===== config.mk =====
export PLATFORM = sky130hd
export DESIGN_NAME = frame_core
export DESIGN_NICKNAME = d
export VERILOG_FILES = /design/src/verilog/frame_pkg.sv /design/src/verilog/pll_reset_ctrl.sv /design/src/verilog/board_reset.sv /design/src/verilog/rom_loader.sv /design/src/verilog/db15_joy_reader.sv /design/src/verilog/frame_core.sv
export SDC_FILE = /design/constraint.sdc
export NUM_CORES = 1
export LEC_CHECK = 0
export BUFFER_PORTS_ARGS = -buffer_cell sky130_fd_sc_hd__buf_2
export CAP_MARGIN = 5
export CORE_MARGIN = 2
export CORE_UTILIZATION = 30
export DETAILED_ROUTE_END_ITERATION = 6
export GPL_TIMING_DRIVEN = 0
export PLACE_DENSITY_LB_ADDON = 0.3
export SETUP_SLACK_MARGIN = 0.4
export SLEW_MARGIN = 20
export SYNTH_ARGS = -nofsm -noshare
export SYNTH_HDL_FRONTEND = slang
export SYNTH_SLANG_ARGS = --single-unit

===== constraint.sdc =====
create_clock -name clk_sys -period 5.87 [get_ports clk_sys]
set_clock_uncertainty 0.05 [all_clocks]
set_input_delay 1.174 -clock clk_sys [delete_from_list [all_inputs] [get_ports clk_sys]]
set_output_delay 1.174 -clock clk_sys [all_outputs]
set_load 0.005 [all_outputs]

===== src/verilog/frame_pkg.sv =====
// Board layer shared types: host words, download and programming ports, DB15 reader
`default_nettype none

package frame_pkg;

    ////////////////////////////////////////////////////////////////////////////
    // Host side words

    typedef logic [31:0] status_t;
    typedef logic [ 9:0] joy_t;
    typedef logic [ 6:0] user_port_t;

    // Bit positions inside the host words
    localparam int STATUS_RST_BIT  = 0;
    localparam int STATUS_SNAC_LSB = 30;
    localparam int BUTTON_RST_BIT  = 1;

    ////////////////////////////////////////////////////////////////////////////
    // ROM download and SDRAM programming

    typedef logic [21:0] prog_addr_t;
    typedef logic [22:0] ioctl_addr_t;

    typedef struct packed {
        logic        wr;
        ioctl_addr_t addr;
        logic [7:0]  data;
    } ioctl_s;

    // Mask is active low, one byte lane cleared per write
    typedef struct packed {
        logic       we;
        prog_addr_t addr;
        logic [7:0] data;
        logic [1:0] mask;
    } prog_s;

    ////////////////////////////////////////////////////////////////////////////
    // PLL and DB15 adapter

    localparam int PLL_RST_CYCLES = 256;
    localparam int JOY_FRAME_BITS = 20;

    // User port lanes used by the serial adapter
    localparam int JOY_LOAD_BIT = 0;
    localparam int JOY_CLK_BIT  = 1;
    localparam int JOY_DATA_BIT = 5;

    typedef enum logic [1:0] {
        SNAC_OFF = 2'd0,
        SNAC_ONE = 2'd1,
        SNAC_TWO = 2'd2
    } snac_mode_e;

    typedef enum logic [1:0] {
        JS_IDLE,
        JS_LOAD,
        JS_SHIFT,
        JS_UPDATE
    } joy_state_e;

endpackage

`default_nettype wire


===== src/verilog/pll_reset_ctrl.sv =====
// PLL watchdog that turns a loss of lock into a fixed-length PLL reset pulse
`timescale 1ns/100ps
`default_nettype none

module pll_reset_ctrl (
    input  logic clk_sys,
    input  logic RESET,
    input  logic pll_locked,
    output logic pll_rst
);

    localparam int CW = $clog2(frame_pkg::PLL_RST_CYCLES);

    logic          last_locked;
    logic [CW-1:0] rst_cnt;
    logic          lock_drop;

    // Falling edge of lock, seen against last cycle's sample
    assign lock_drop = last_locked && !pll_locked;

    always_ff @(posedge clk_sys or posedge RESET) begin
        if (RESET) begin
            last_locked <= 1'b0;
            rst_cnt     <= '0;
            pll_rst     <= 1'b0;
        end else begin
            last_locked <= pll_locked;
            if (lock_drop) begin
                // Restart the full pulse, also when one is already running
                rst_cnt <= CW'(frame_pkg::PLL_RST_CYCLES - 1);
                pll_rst <= 1'b1;
            end else if (rst_cnt != '0) begin
                rst_cnt <= rst_cnt - 1'b1;
            end else begin
                pll_rst <= 1'b0;
            end
        end
    end

    // Pulse covers the loading edge plus one edge per count step,
    // so the PLL sees PLL_RST_CYCLES cycles of reset in total.
    // A clock that wanders off lock is pulled back this way without
    // touching the board reset or the game.

endmodule

`default_nettype wire


===== src/verilog/board_reset.sv =====
// Board and game reset sequencing from reset requests and the ROM download state
`timescale 1ns/100ps
`default_nettype none

module board_reset #(
    parameter int RST_HOLD = 16
) (
    input  logic clk_sys,
    input  logic RESET,
    input  logic status_rst,
    input  logic button_rst,
    input  logic downloading,
    output logic rst,
    output logic game_rst
);

    localparam int CW = $clog2(RST_HOLD + 1);

    // Index 0 builds rst, index 1 builds game_rst
    logic [1:0]    req;
    logic [CW-1:0] hold_cnt [2];

    assign req[0] = RESET | status_rst | button_rst;
    assign req[1] = rst | downloading;

    ////////////////////////////////////////////////////////////////////////////
    // Hold-off counters

    // Reloaded while the request is high, run down once it is gone
    always_ff @(posedge clk_sys or posedge RESET) begin
        if (RESET) begin
            for (int i = 0; i < 2; i++) begin
                hold_cnt[i] <= CW'(RST_HOLD);
            end
        end else begin
            for (int i = 0; i < 2; i++) begin
                if (req[i]) begin
                    hold_cnt[i] <= CW'(RST_HOLD);
                end else if (hold_cnt[i] != '0) begin
                    hold_cnt[i] <= hold_cnt[i] - 1'b1;
                end
            end
        end
    end

    ////////////////////////////////////////////////////////////////////////////
    // Reset levels

    // Request shows up at once, release waits RST_HOLD edges
    assign rst = req[0] | (hold_cnt[0] != '0);

    // Game stays held through a download and restarts only on a loaded ROM
    assign game_rst = req[1] | (hold_cnt[1] != '0);

endmodule

`default_nettype wire


===== src/verilog/rom_loader.sv =====
// ROM loader turning byte download writes into masked 16-bit programming writes
`timescale 1ns/100ps
`default_nettype none

module rom_loader (
    input  logic              clk_sys,
    input  logic              RESET,
    input  frame_pkg::ioctl_s ioctl,
    input  logic              downloading,
    output frame_pkg::prog_s  prog,
    output logic              dwnld_busy
);

    logic                  we_q;
    frame_pkg::prog_addr_t addr_q;
    logic [7:0]            data_q;
    logic [1:0]            mask_q;

    ////////////////////////////////////////////////////////////////////////////
    // Write strobe

    // One programming strobe per download strobe, one edge later
    always_ff @(posedge clk_sys or posedge RESET) begin
        if (RESET) begin
            we_q <= 1'b0;
        end else begin
            we_q <= ioctl.wr;
        end
    end

    ////////////////////////////////////////////////////////////////////////////
    // Write payload

    always_ff @(posedge clk_sys) begin
        if (ioctl.wr) begin
            // Word address is the byte address without its lane bit
            addr_q <= ioctl.addr[22:1];
            data_q <= ioctl.data;
            // Even byte goes to the low lane, odd byte to the high lane
            if (ioctl.addr[0]) begin
                mask_q <= 2'b01;
            end else begin
                mask_q <= 2'b10;
            end
        end
    end

    assign prog = '{
        we:   we_q,
        addr: addr_q,
        data: data_q,
        mask: mask_q
    };

    // Busy until the download ends and the last write has gone out
    assign dwnld_busy = downloading | we_q;

    // No queue is needed here. The host sends at most one byte per
    // cycle and each one leaves on the very next edge.

endmodule

`default_nettype wire


===== src/verilog/db15_joy_reader.sv =====
// Serial DB15 joystick adapter reader on the user port, merged with host joysticks
`timescale 1ns/100ps
`default_nettype none

module db15_joy_reader #(
    parameter int JOY_DIV = 4
) (
    input  logic                  clk_sys,
    input  logic                  RESET,
    input  frame_pkg::snac_mode_e snac_mode,
    input  frame_pkg::user_port_t user_in,
    input  frame_pkg::joy_t       hps_joy1,
    input  frame_pkg::joy_t       hps_joy2,
    output frame_pkg::joy_t       game_joy1,
    output frame_pkg::joy_t       game_joy2,
    output frame_pkg::user_port_t user_out,
    output logic                  user_mode
);

    localparam int NB = frame_pkg::JOY_FRAME_BITS;
    localparam int JW = $bits(frame_pkg::joy_t);
    localparam int DW = (JOY_DIV > 1) ? $clog2(JOY_DIV) : 1;
    localparam int BW = $clog2(NB + 1);

    frame_pkg::joy_state_e state;
    logic [DW-1:0]         div_cnt;
    logic [BW-1:0]         bit_cnt;
    logic                  load_q;
    logic                  clk_q;
    logic [NB-1:0]         shift_q;
    frame_pkg::joy_t       p1_q;
    frame_pkg::joy_t       p2_q;
    logic                  snac_on;
    logic                  phase_end;
    logic                  clk_rise;
    logic                  joy_bit;

    assign snac_on   = snac_mode != frame_pkg::SNAC_OFF;
    // Adapter data is active low
    assign joy_bit   = ~user_in[frame_pkg::JOY_DATA_BIT];
    assign phase_end = div_cnt == DW'(JOY_DIV - 1);
    // JOY_CLK goes high at the end of the load phase or of a low phase
    assign clk_rise  = phase_end && ((state == frame_pkg::JS_LOAD) ||
                       (state == frame_pkg::JS_SHIFT && !clk_q));

    ////////////////////////////////////////////////////////////////////////////
    // Frame FSM

    always_ff @(posedge clk_sys or posedge RESET) begin
        if (RESET) begin
            state   <= frame_pkg::JS_IDLE;
            div_cnt <= '0;
            bit_cnt <= '0;
            load_q  <= 1'b0;
            clk_q   <= 1'b0;
            p1_q    <= '0;
            p2_q    <= '0;
        end else if (!snac_on) begin
            state   <= frame_pkg::JS_IDLE;
            div_cnt <= '0;
            load_q  <= 1'b0;
            clk_q   <= 1'b0;
        end else begin
            if (state == frame_pkg::JS_IDLE || phase_end) begin
                div_cnt <= '0;
            end else begin
                div_cnt <= div_cnt + 1'b1;
            end
            case (state)
                frame_pkg::JS_IDLE: begin
                    state   <= frame_pkg::JS_LOAD;
                    load_q  <= 1'b1;
                    bit_cnt <= '0;
                end
                frame_pkg::JS_LOAD, frame_pkg::JS_SHIFT: begin
                    if (clk_rise) begin
                        load_q  <= 1'b0;
                        clk_q   <= 1'b1;
                        bit_cnt <= bit_cnt + 1'b1;
                        if (bit_cnt == BW'(NB - 1)) begin
                            state <= frame_pkg::JS_UPDATE;
                        end else begin
                            state <= frame_pkg::JS_SHIFT;
                        end
                    end else if (phase_end && clk_q) begin
                        // Falling edge, adapter moves on to its next bit
                        clk_q <= 1'b0;
                    end
                end
                frame_pkg::JS_UPDATE: begin
                    // First cycle after the last sample
                    if (clk_q && div_cnt == '0) begin
                        p1_q <= shift_q[NB-1 -: JW];
                        p2_q <= shift_q[JW-1:0];
                    end
                    // Finish the last pulse, then start the next frame
                    if (phase_end) begin
                        if (clk_q) begin
                            clk_q <= 1'b0;
                        end else begin
                            state   <= frame_pkg::JS_LOAD;
                            load_q  <= 1'b1;
                            bit_cnt <= '0;
                        end
                    end
                end
                default: state <= frame_pkg::JS_IDLE;
            endcase
        end
    end

    // Player 1 arrives first, MSB first
    always_ff @(posedge clk_sys) begin
        if (clk_rise) begin
            shift_q <= {shift_q[NB-2:0], joy_bit};
        end
    end

    ////////////////////////////////////////////////////////////////////////////
    // Outputs

    // Released port reads all ones on the open-drain lines
    always_comb begin
        user_out = '1;
        if (snac_on) begin
            user_out[frame_pkg::JOY_LOAD_BIT] = load_q;
            user_out[frame_pkg::JOY_CLK_BIT]  = clk_q;
        end
    end

    assign user_mode = snac_on;
    assign game_joy1 = hps_joy1 | (snac_on ? p1_q : '0);
    assign game_joy2 = hps_joy2 | ((snac_mode == frame_pkg::SNAC_TWO) ? p2_q : '0);

endmodule

`default_nettype wire


===== src/verilog/frame_core.sv =====
// Board-support layer top: PLL watchdog, reset sequencing, ROM loader, DB15 reader
`timescale 1ns/100ps
`default_nettype none

module frame_core #(
    parameter int RST_HOLD = 16,
    parameter int JOY_DIV  = 4
) (
    input  logic                  clk_sys,
    input  logic                  RESET,
    input  logic                  pll_locked,
    input  frame_pkg::status_t    status,
    input  logic [1:0]            buttons,
    input  frame_pkg::ioctl_s     ioctl,
    input  logic                  ioctl_download,
    input  frame_pkg::joy_t       hps_joy1,
    input  frame_pkg::joy_t       hps_joy2,
    input  frame_pkg::user_port_t user_in,
    output logic                  pll_rst,
    output logic                  rst,
    output logic                  game_rst,
    output frame_pkg::prog_s      prog,
    output logic                  dwnld_busy,
    output frame_pkg::joy_t       game_joy1,
    output frame_pkg::joy_t       game_joy2,
    output frame_pkg::user_port_t user_out,
    output logic                  user_mode
);

    frame_pkg::snac_mode_e snac_mode;

    // OSD option for the DB15 adapter, code 3 is unused and leaves it off
    always_comb begin
        case (status[frame_pkg::STATUS_SNAC_LSB +: 2])
            2'd1:    snac_mode = frame_pkg::SNAC_ONE;
            2'd2:    snac_mode = frame_pkg::SNAC_TWO;
            default: snac_mode = frame_pkg::SNAC_OFF;
        endcase
    end

    ////////////////////////////////////////////////////////////////////////////
    // Clock and reset

    pll_reset_ctrl u_pll_rst (
        .clk_sys    ( clk_sys    ),
        .RESET      ( RESET      ),
        .pll_locked ( pll_locked ),
        .pll_rst    ( pll_rst    )
    );

    board_reset #(
        .RST_HOLD ( RST_HOLD )
    ) u_reset (
        .clk_sys     ( clk_sys                            ),
        .RESET       ( RESET                              ),
        .status_rst  ( status[frame_pkg::STATUS_RST_BIT]  ),
        .button_rst  ( buttons[frame_pkg::BUTTON_RST_BIT] ),
        .downloading ( ioctl_download                     ),
        .rst         ( rst                                ),
        .game_rst    ( game_rst                           )
    );

    ////////////////////////////////////////////////////////////////////////////
    // ROM download

    rom_loader u_loader (
        .clk_sys     ( clk_sys        ),
        .RESET       ( RESET          ),
        .ioctl       ( ioctl          ),
        .downloading ( ioctl_download ),
        .prog        ( prog           ),
        .dwnld_busy  ( dwnld_busy     )
    );

    ////////////////////////////////////////////////////////////////////////////
    // Joysticks

    db15_joy_reader #(
        .JOY_DIV ( JOY_DIV )
    ) u_joy (
        .clk_sys   ( clk_sys   ),
        .RESET     ( RESET     ),
        .snac_mode ( snac_mode ),
        .user_in   ( user_in   ),
        .hps_joy1  ( hps_joy1  ),
        .hps_joy2  ( hps_joy2  ),
        .game_joy1 ( game_joy1 ),
        .game_joy2 ( game_joy2 ),
        .user_out  ( user_out  ),
        .user_mode ( user_mode )
    );

endmodule

`default_nettype wire


* Yosys cells after proc, flatten, opt, wreduce, memory -nomap -nowiden
Cells that the tools add are included.
Cells by class: bitwise gates (word level) 9, eq/ne operators 17, reduce and logical (&&, ||, !) cells 23, $add $sub $neg 5, muxes and demuxes 35
Operators by type and width (count):
- $mux W5 | 7
- $mux W10 | 2
- $or A10 B10 Y10 | 2
- $mux W2 | 8
- $mux W8 | 2
- $pmux W5 S3 | 1
- $ne A3 B3 Y1 const B | 4
- $mux W1 | 11
- $eq A2 B2 Y1 const B | 5
- $reduce_bool A5 Y1 | 2
- $sub A5 B1 Y5 const B | 2
- $reduce_and A3 Y1 | 3
- $reduce_bool A2 Y1 | 4
- $reduce_bool A8 Y1 | 1
- $sub A8 B1 Y8 const B | 1
- $ne A2 B1 Y1 const B | 3
- $or A1 B1 Y1 | 6
- $pmux W2 S3 | 1
- $add A5 B1 Y5 const B | 1
- $eq A5 B5 Y1 const B | 1
- $logic_and A1 B1 Y1 | 5
- $eq A2 B1 Y1 const B | 2
- $logic_not A2 Y1 | 2
- $ne A4 B4 Y1 const B | 1
- other kinds (10) | 12
Word-level totals: logic and storage cells 106, output and inout bits 65, input port bits 97, flip-flop bits (word level) 104

* Longest topological paths before layout
depth after elaboration 7, depth in mapped cells 7, mapped depth without buffers 6

* By module
Synthesis repeated with hierarchy kept, for this count alone.
Second synthesis, totals: cells, all modules 314, area total of the unflattened synthesis 4345.4 um^2
By module, submodules not included:
- db15_joy_reader | sequential area each 1376.3 um^2, area an instance 2283.4 um^2, times used 1, cells each 170
- rom_loader | sequential area each 985.9 um^2, area an instance 1007.2 um^2, times used 1, cells each 37
- board_reset | sequential area each 252.7 um^2, area an instance 544.3 um^2, times used 1, cells each 57
- pll_reset_ctrl | sequential area each 250.2 um^2, area an instance 495.5 um^2, times used 1, cells each 48
- frame_core | sequential area each 0.0 um^2, area an instance 15.0 um^2, times used 1, cells each 2

* Worst setup path before layout
OpenSTA, ideal clock, no wires.
kind input to output, start in status[30], end out game_joy1[0], path buffers 2, stages 6, setup slack 2433 ps, required time 4646 ps, data arrival time 2213 ps, path through inv_1 > ha_1 > clkbuf_1 > inv_1 > clkbuf_1 > a21o_1
On the way: longest elaborated chain between the ends 5, elaborated cells on any way between the ends 6, classes of those cells eq/ne: 2; mux: 2; bitwise: 1; reduce/logical: 1
RTL lines:
- start: declaration | RTL line frame_core.sv:12 | input frame_pkg::status_t status,
- $eq A2 B2 Y1 or $eq A2 B1 Y1 (tied branches) | RTL line frame_core.sv:34 | case (status[frame_pkg::STATUS_SNAC_LSB +: 2])
- $pmux W2 S2 * | RTL line frame_core.sv:34
- $reduce_bool A2 Y1 * | RTL line db15_joy_reader.sv:38 | assign snac_on = snac_mode != frame_pkg::SNAC_OFF;
- via user_mode | RTL line frame_core.sv:27 | output logic user_mode
- $mux W10 * | RTL line db15_joy_reader.sv:132 | assign game_joy1 = hps_joy1 | (snac_on ? p1_q : '0);
- $or A10 B10 Y10 * | RTL line db15_joy_reader.sv:132
- end: declaration | RTL line frame_core.sv:24 | output frame_pkg::joy_t game_joy1,
The timed path passes the listed nets; every way through them passes the cells marked *.

* Final worst setup path
start in status[30], end out game_joy1[2]
On the way: longest elaborated chain between the ends 5, elaborated cells on any way between the ends 6, classes of those cells eq/ne: 2; mux: 2; bitwise: 1; reduce/logical: 1
RTL lines (RTL line):
- $eq A2 B2 Y1 or $eq A2 B1 Y1 (tied branches) | frame_core.sv:34
- $pmux W2 S2 * | frame_core.sv:34
- $reduce_bool A2 Y1 * | db15_joy_reader.sv:38
- $mux W10 * | db15_joy_reader.sv:132
- $or A10 B10 Y10 * | db15_joy_reader.sv:132
Every way passes the cells marked *; elsewhere a longest branch is shown, timed or not.

==> results.md <==
Worst setup path:
- At the worst endpoint, the required time is approximately 4700 ps.
- The most critical setup path has its endpoint at game_joy1[2].
- The type of origin of the critical path is an input pin.
- STA classifies the critical path endpoint as a primary output.
- The setup path with the least slack is of type input pin to primary output.
- The register-to-register path setup slack is 3830 ps.
- Of all nets on the critical path, the largest fanout is 10.
- The endpoint of the worst register-to-register path is u_joy.shift_q[15].
- The depth of the most critical reg-to-reg path is 4.
- The data arrival time of the critical path is roughly 2800 ps.
- The origin of the worst setup path is status[30].
- The startpoint of the worst register-to-register path is u_joy.state[0].

Timing:
- The number of pins with negative max-slew slack in the final report is 0.
- The transition at the pin with the smallest max-transition slack is slightly below 1000 ps.
- The final cycle utilization of the critical path is approximately two thirds.
- Headroom to the max-slew limit came out at between 30 and 40%.
- The shortest clock period the worst path allows after layout is between 3000 and 4000 ps.
- The accumulated negative setup slack is 0 ps.
- The maximum clock frequency is approximately 250 MHz.
- Setup violations remaining at the end of the flow were counted as 0.
- The final number of hold-violating endpoints was 0.
- Setup repair after global routing left no endpoint under its margin.

CTS:
- The clock buffer count from CTS is 9.
- The root buffer cell chosen for the clock tree is sky130_fd_sc_hd__clkbuf_16.
- Buffers inserted to repair hold after CTS numbered 0.
- The number of H-tree branching levels is 3.
- The number of buffers inserted by post-CTS setup repair is 0.
- The count of clock tree sinks is about 100.
- The worst-skew pair later-pin latency is between 300 and 400 ps.
- No sink is reached through more buffers than the 2 on the longest clock path.
- The post-cts gate resize count is 0.
- The clock-pin slew on the worst setup and hold paths is 60 ps.
- TritonCTS built the clock tree.

Place:
- In this run the tool buffered the top-level ports with 120 buffer cells.
- Once placement completed, the tool counted placed cells totaling just over 600.
- In this run the cell area measured after placement is 0.00510 mm^2.
- The routability-driven placement congestion ratio is 0.795.
- The detailed-placement wirelength estimate is ~5500 um.

Layout:
- The sequential cell area is between 0.002 and 0.003 mm^2.
- Cells fill roughly two fifths of the core in the end.
- The fraction of layout instances using a drive strength above 1 is roughly two fifths.
- The multi-input combinational cells in the finished layout cover a total of around 0.0013 mm^2.
- After the last flow step, the layout net total stands at between 500 and 600.
- The cell area after layout is about 0.0054 mm^2.
- After filler insertion, the fill cell instance count of the layout stands at approximately 1300.
- The number of diodes is 0.
- The area growth from synthesis to final layout is 26.2%.
- The post-layout instance count excluding filler cells is between 600 and 700.

Synth:
- The cell area after synthesis is approximately 0.0043 mm^2.
- In this run the biggest area consumer among cell types represents between 30 and 40% of the synthesized area.
- After synthesis, flip-flops and latches occupy 67.3% of the total area.
- Synthesis handed over a netlist of ~310 instances.
- For this run, the leading register cell type out of synthesis is sky130_fd_sc_hd__edfxtp_1.
- The cell type with the highest aggregate area in the netlist is sky130_fd_sc_hd__edfxtp_1.
- The synthesized design contains between 100 and 150 register bits.
- The post-synthesis average cell area is 13.6 um^2.
- The number of warning messages in the yosys log is 0.
- For this run, asynchronously set or reset flops after synthesis account for between 50% and 60%.
- After synthesis, the cell types taking the most area are sky130_fd_sc_hd__edfxtp_1 37%, sky130_fd_sc_hd__dfrtp_1 29%, sky130_fd_sc_hd__mux2_2 5.8%.
- The netlist uses 40 different library cells.
- The number of flops mapped to enable cells by yosys is 52.

Power:
- Dividing total power by cell area gives a power density of around 300 mW/mm^2.
- Across the VDD grid, the largest voltage drop is between 0.2 and 0.25 mV.
- For this design the static power due to leakage is 2.47 nW.
- The design draws 0.00160 W.

Route:
- After detailed routing, the average wire length per cell comes to about 12 um.
- Across all layers, the routed design uses between 2000 and 3000 vias.
- The routed via count divided by cell count is 4.45.
- The final antenna-violating net count is 0.
- The total DRC errors in the routed layout is 0.
- The first TritonRoute pass finished after 4 iterations.
- The total length of routed wires is about 8000 um.
- The DRC violation total after the first TritonRoute iteration is roughly 130.

Die:
- between 150 and 200 I/O pins were placed.
- The starting utilization of the core area is 30.7%.
- The number of placement rows is 43.
- The total die area is around 0.015 mm^2.
- Measured along the x axis, the die boundary spans approximately 120 um.
- The die is approximately 120 um tall.
- The total area inside the core boundary comes to between 0.01 and 0.015 mm^2.

Outcome:
- The flow ran to the end, and the final reports show no timing, DRC or antenna violations.

Global routing:
- The total routing usage reported by global routing is a little over a tenth.
- The first global-routing pass estimated approximately 13000 um of wire.
- Entering global routing, the biggest net connects 53 pins.
- The residual overflow from global routing is 0.
- The via count of the first global-routing pass is 2709.
- The initial antenna violation count is 0.

Worst hold path:
- In this run the worst hold path is classified as register to register.

Flow run:
- Across the run, the number of max-cap violations was 0.
==> worst min path at each step <==
stage,from,slack (ps),cells after the start,endpoint
after floorplan,u_joy.shift_q[9],370,0,u_joy.shift_q[10]
after global placement,u_joy.shift_q[3],380,0,u_joy.shift_q[4]
after detailed placement,u_joy.shift_q[5],390,0,u_joy.shift_q[6]
after CTS,u_joy.shift_q[8],400,0,u_joy.shift_q[9]
after global routing,u_joy.shift_q[0],420,0,u_joy.shift_q[1]
final,u_joy.shift_q[7],400,0,u_joy.shift_q[8]
==> cells in the mapped netlist (2+ instances only) <==
cell	number
sky130_fd_sc_hd__nor3_1	5
sky130_fd_sc_hd__buf_2	2
sky130_fd_sc_hd__nand2b_1	6
sky130_fd_sc_hd__inv_1	17
sky130_fd_sc_hd__o211ai_1	2
sky130_fd_sc_hd__dfstp_2	2
sky130_fd_sc_hd__dfrtp_1	50
sky130_fd_sc_hd__nor4_1	4
sky130_fd_sc_hd__nor2_1	19
sky130_fd_sc_hd__o31ai_1	2
sky130_fd_sc_hd__nand3_1	7
sky130_fd_sc_hd__buf_4	6
sky130_fd_sc_hd__o21ai_0	11
sky130_fd_sc_hd__nand3b_1	4
sky130_fd_sc_hd__or3_1	4
sky130_fd_sc_hd__clkbuf_1	6
sky130_fd_sc_hd__ha_1	12
sky130_fd_sc_hd__a21o_1	21
sky130_fd_sc_hd__or2_2	4
sky130_fd_sc_hd__edfxtp_1	52
sky130_fd_sc_hd__a21oi_1	6
sky130_fd_sc_hd__nor2b_1	3
sky130_fd_sc_hd__nand2_1	22
sky130_fd_sc_hd__xnor2_1	6
sky130_fd_sc_hd__o311ai_0	3
sky130_fd_sc_hd__mux2_2	22
sky130_fd_sc_hd__nor4b_1	2
==> area by class of cell <==
cell class                 count  area share, %
buffer                        15           1.51
clock buffer                   9           4.19
sequential                   104           53.3
clock inverter                 7          0.862
inverter                      17           1.23
tap                          180           4.19
multi-input combinational    181           23.5
timing repair buffer         120           11.2
==> through the flow <==
step / worst slack, ps / hold slack (ps)
6_report: 1880 / 398
2_1_floorplan: 2430 / 372
5_1_grt: 1790 / 417
3_5_place_dp: 1870 / 386
3_3_place_gp: 1900 / 377
4_1_cts: 1880 / 403
==> logic make-up after synthesis <==
| family | count (synthesis) | synth area share, % |
|---|---|---|
| compound gates | 49 | 7.76 |
| buf+inv | 32 | 3.41 |
| other cells | 1 | 0.0881 |
| fa+ha+maj | 12 | 3.53 |
| mux | 23 | 6.05 |
| simple gates | 86 | 10.6 |
| flops | 104 | 67.3 |
| xor+xnor | 6 | 1.23 |
==> power by group <==
part / leakage, nW / internal [W] / total, W / switching (W)
Clock: 0.135 / 0.000287 / 0.000544 / 0.000257
Combinational: 1.17 / 0.0000931 / 0.000195 / 0.000102
Sequential: 1.16 / 0.000820 / 0.000858 / 0.0000386
==> routing by layer <==
| layer | up-vias | part of all wire [%] | track usage [%] |
|---|---|---|---|
| li1 | 1374 | - | - |
| met3 | 5 | 9.4 | 5.63 |
| met1 | 1336 | 42 | 12.4 |
| met2 | 101 | 48 | 17.5 |
| met4 | 0 | 0.66 | 2.13 |
| met5 | - | 0 | 0 |
==> worst max-delay path, cell delays in order <==
cell and delay, ps:
sky130_fd_sc_hd__buf_2 80, sky130_fd_sc_hd__inv_1 30, sky130_fd_sc_hd__ha_1 270, sky130_fd_sc_hd__clkbuf_1 320, sky130_fd_sc_hd__inv_1 220, sky130_fd_sc_hd__clkbuf_1 300, sky130_fd_sc_hd__a21o_1 250, sky130_fd_sc_hd__buf_2 120
==> cells in the final DEF (no fill, tap or decap), drive strengths merged, types with 5 or more instances in the layout <==
| cell type | Yosys | routed |
|---|---|---|
| clkinv | 0 | 5 |
| a21oi | 6 | 6 |
| conb | 1 | 5 |
| nor2 | 19 | 19 |
| clkbuf | 6 | 15 |
| inv | 17 | 18 |
| buf | 9 | 129 |
| xnor2 | 6 | 6 |
| edfxtp | 52 | 52 |
| nor3 | 5 | 5 |
| nand2b | 6 | 6 |
| mux2 | 22 | 22 |
| ha | 12 | 12 |
| nand2 | 22 | 22 |
| a21o | 21 | 21 |
| o21ai | 11 | 11 |
| dfrtp | 50 | 50 |
| nand3 | 7 | 7 |
| or3 | 5 | 5 |
==> flip-flops by register name, indices dropped and copies added (netlist names), 5 cells and up <==
signal             cells
u_joy.p1_q            10
u_loader.data_q        8
u_joy.p2_q            10
u_reset.hold_cnt      10
u_loader.addr_q       22
u_joy.shift_q         20
u_pll_rst.rst_cnt      8
u_joy.bit_cnt          5
Power figures use the tool's default switching activity.
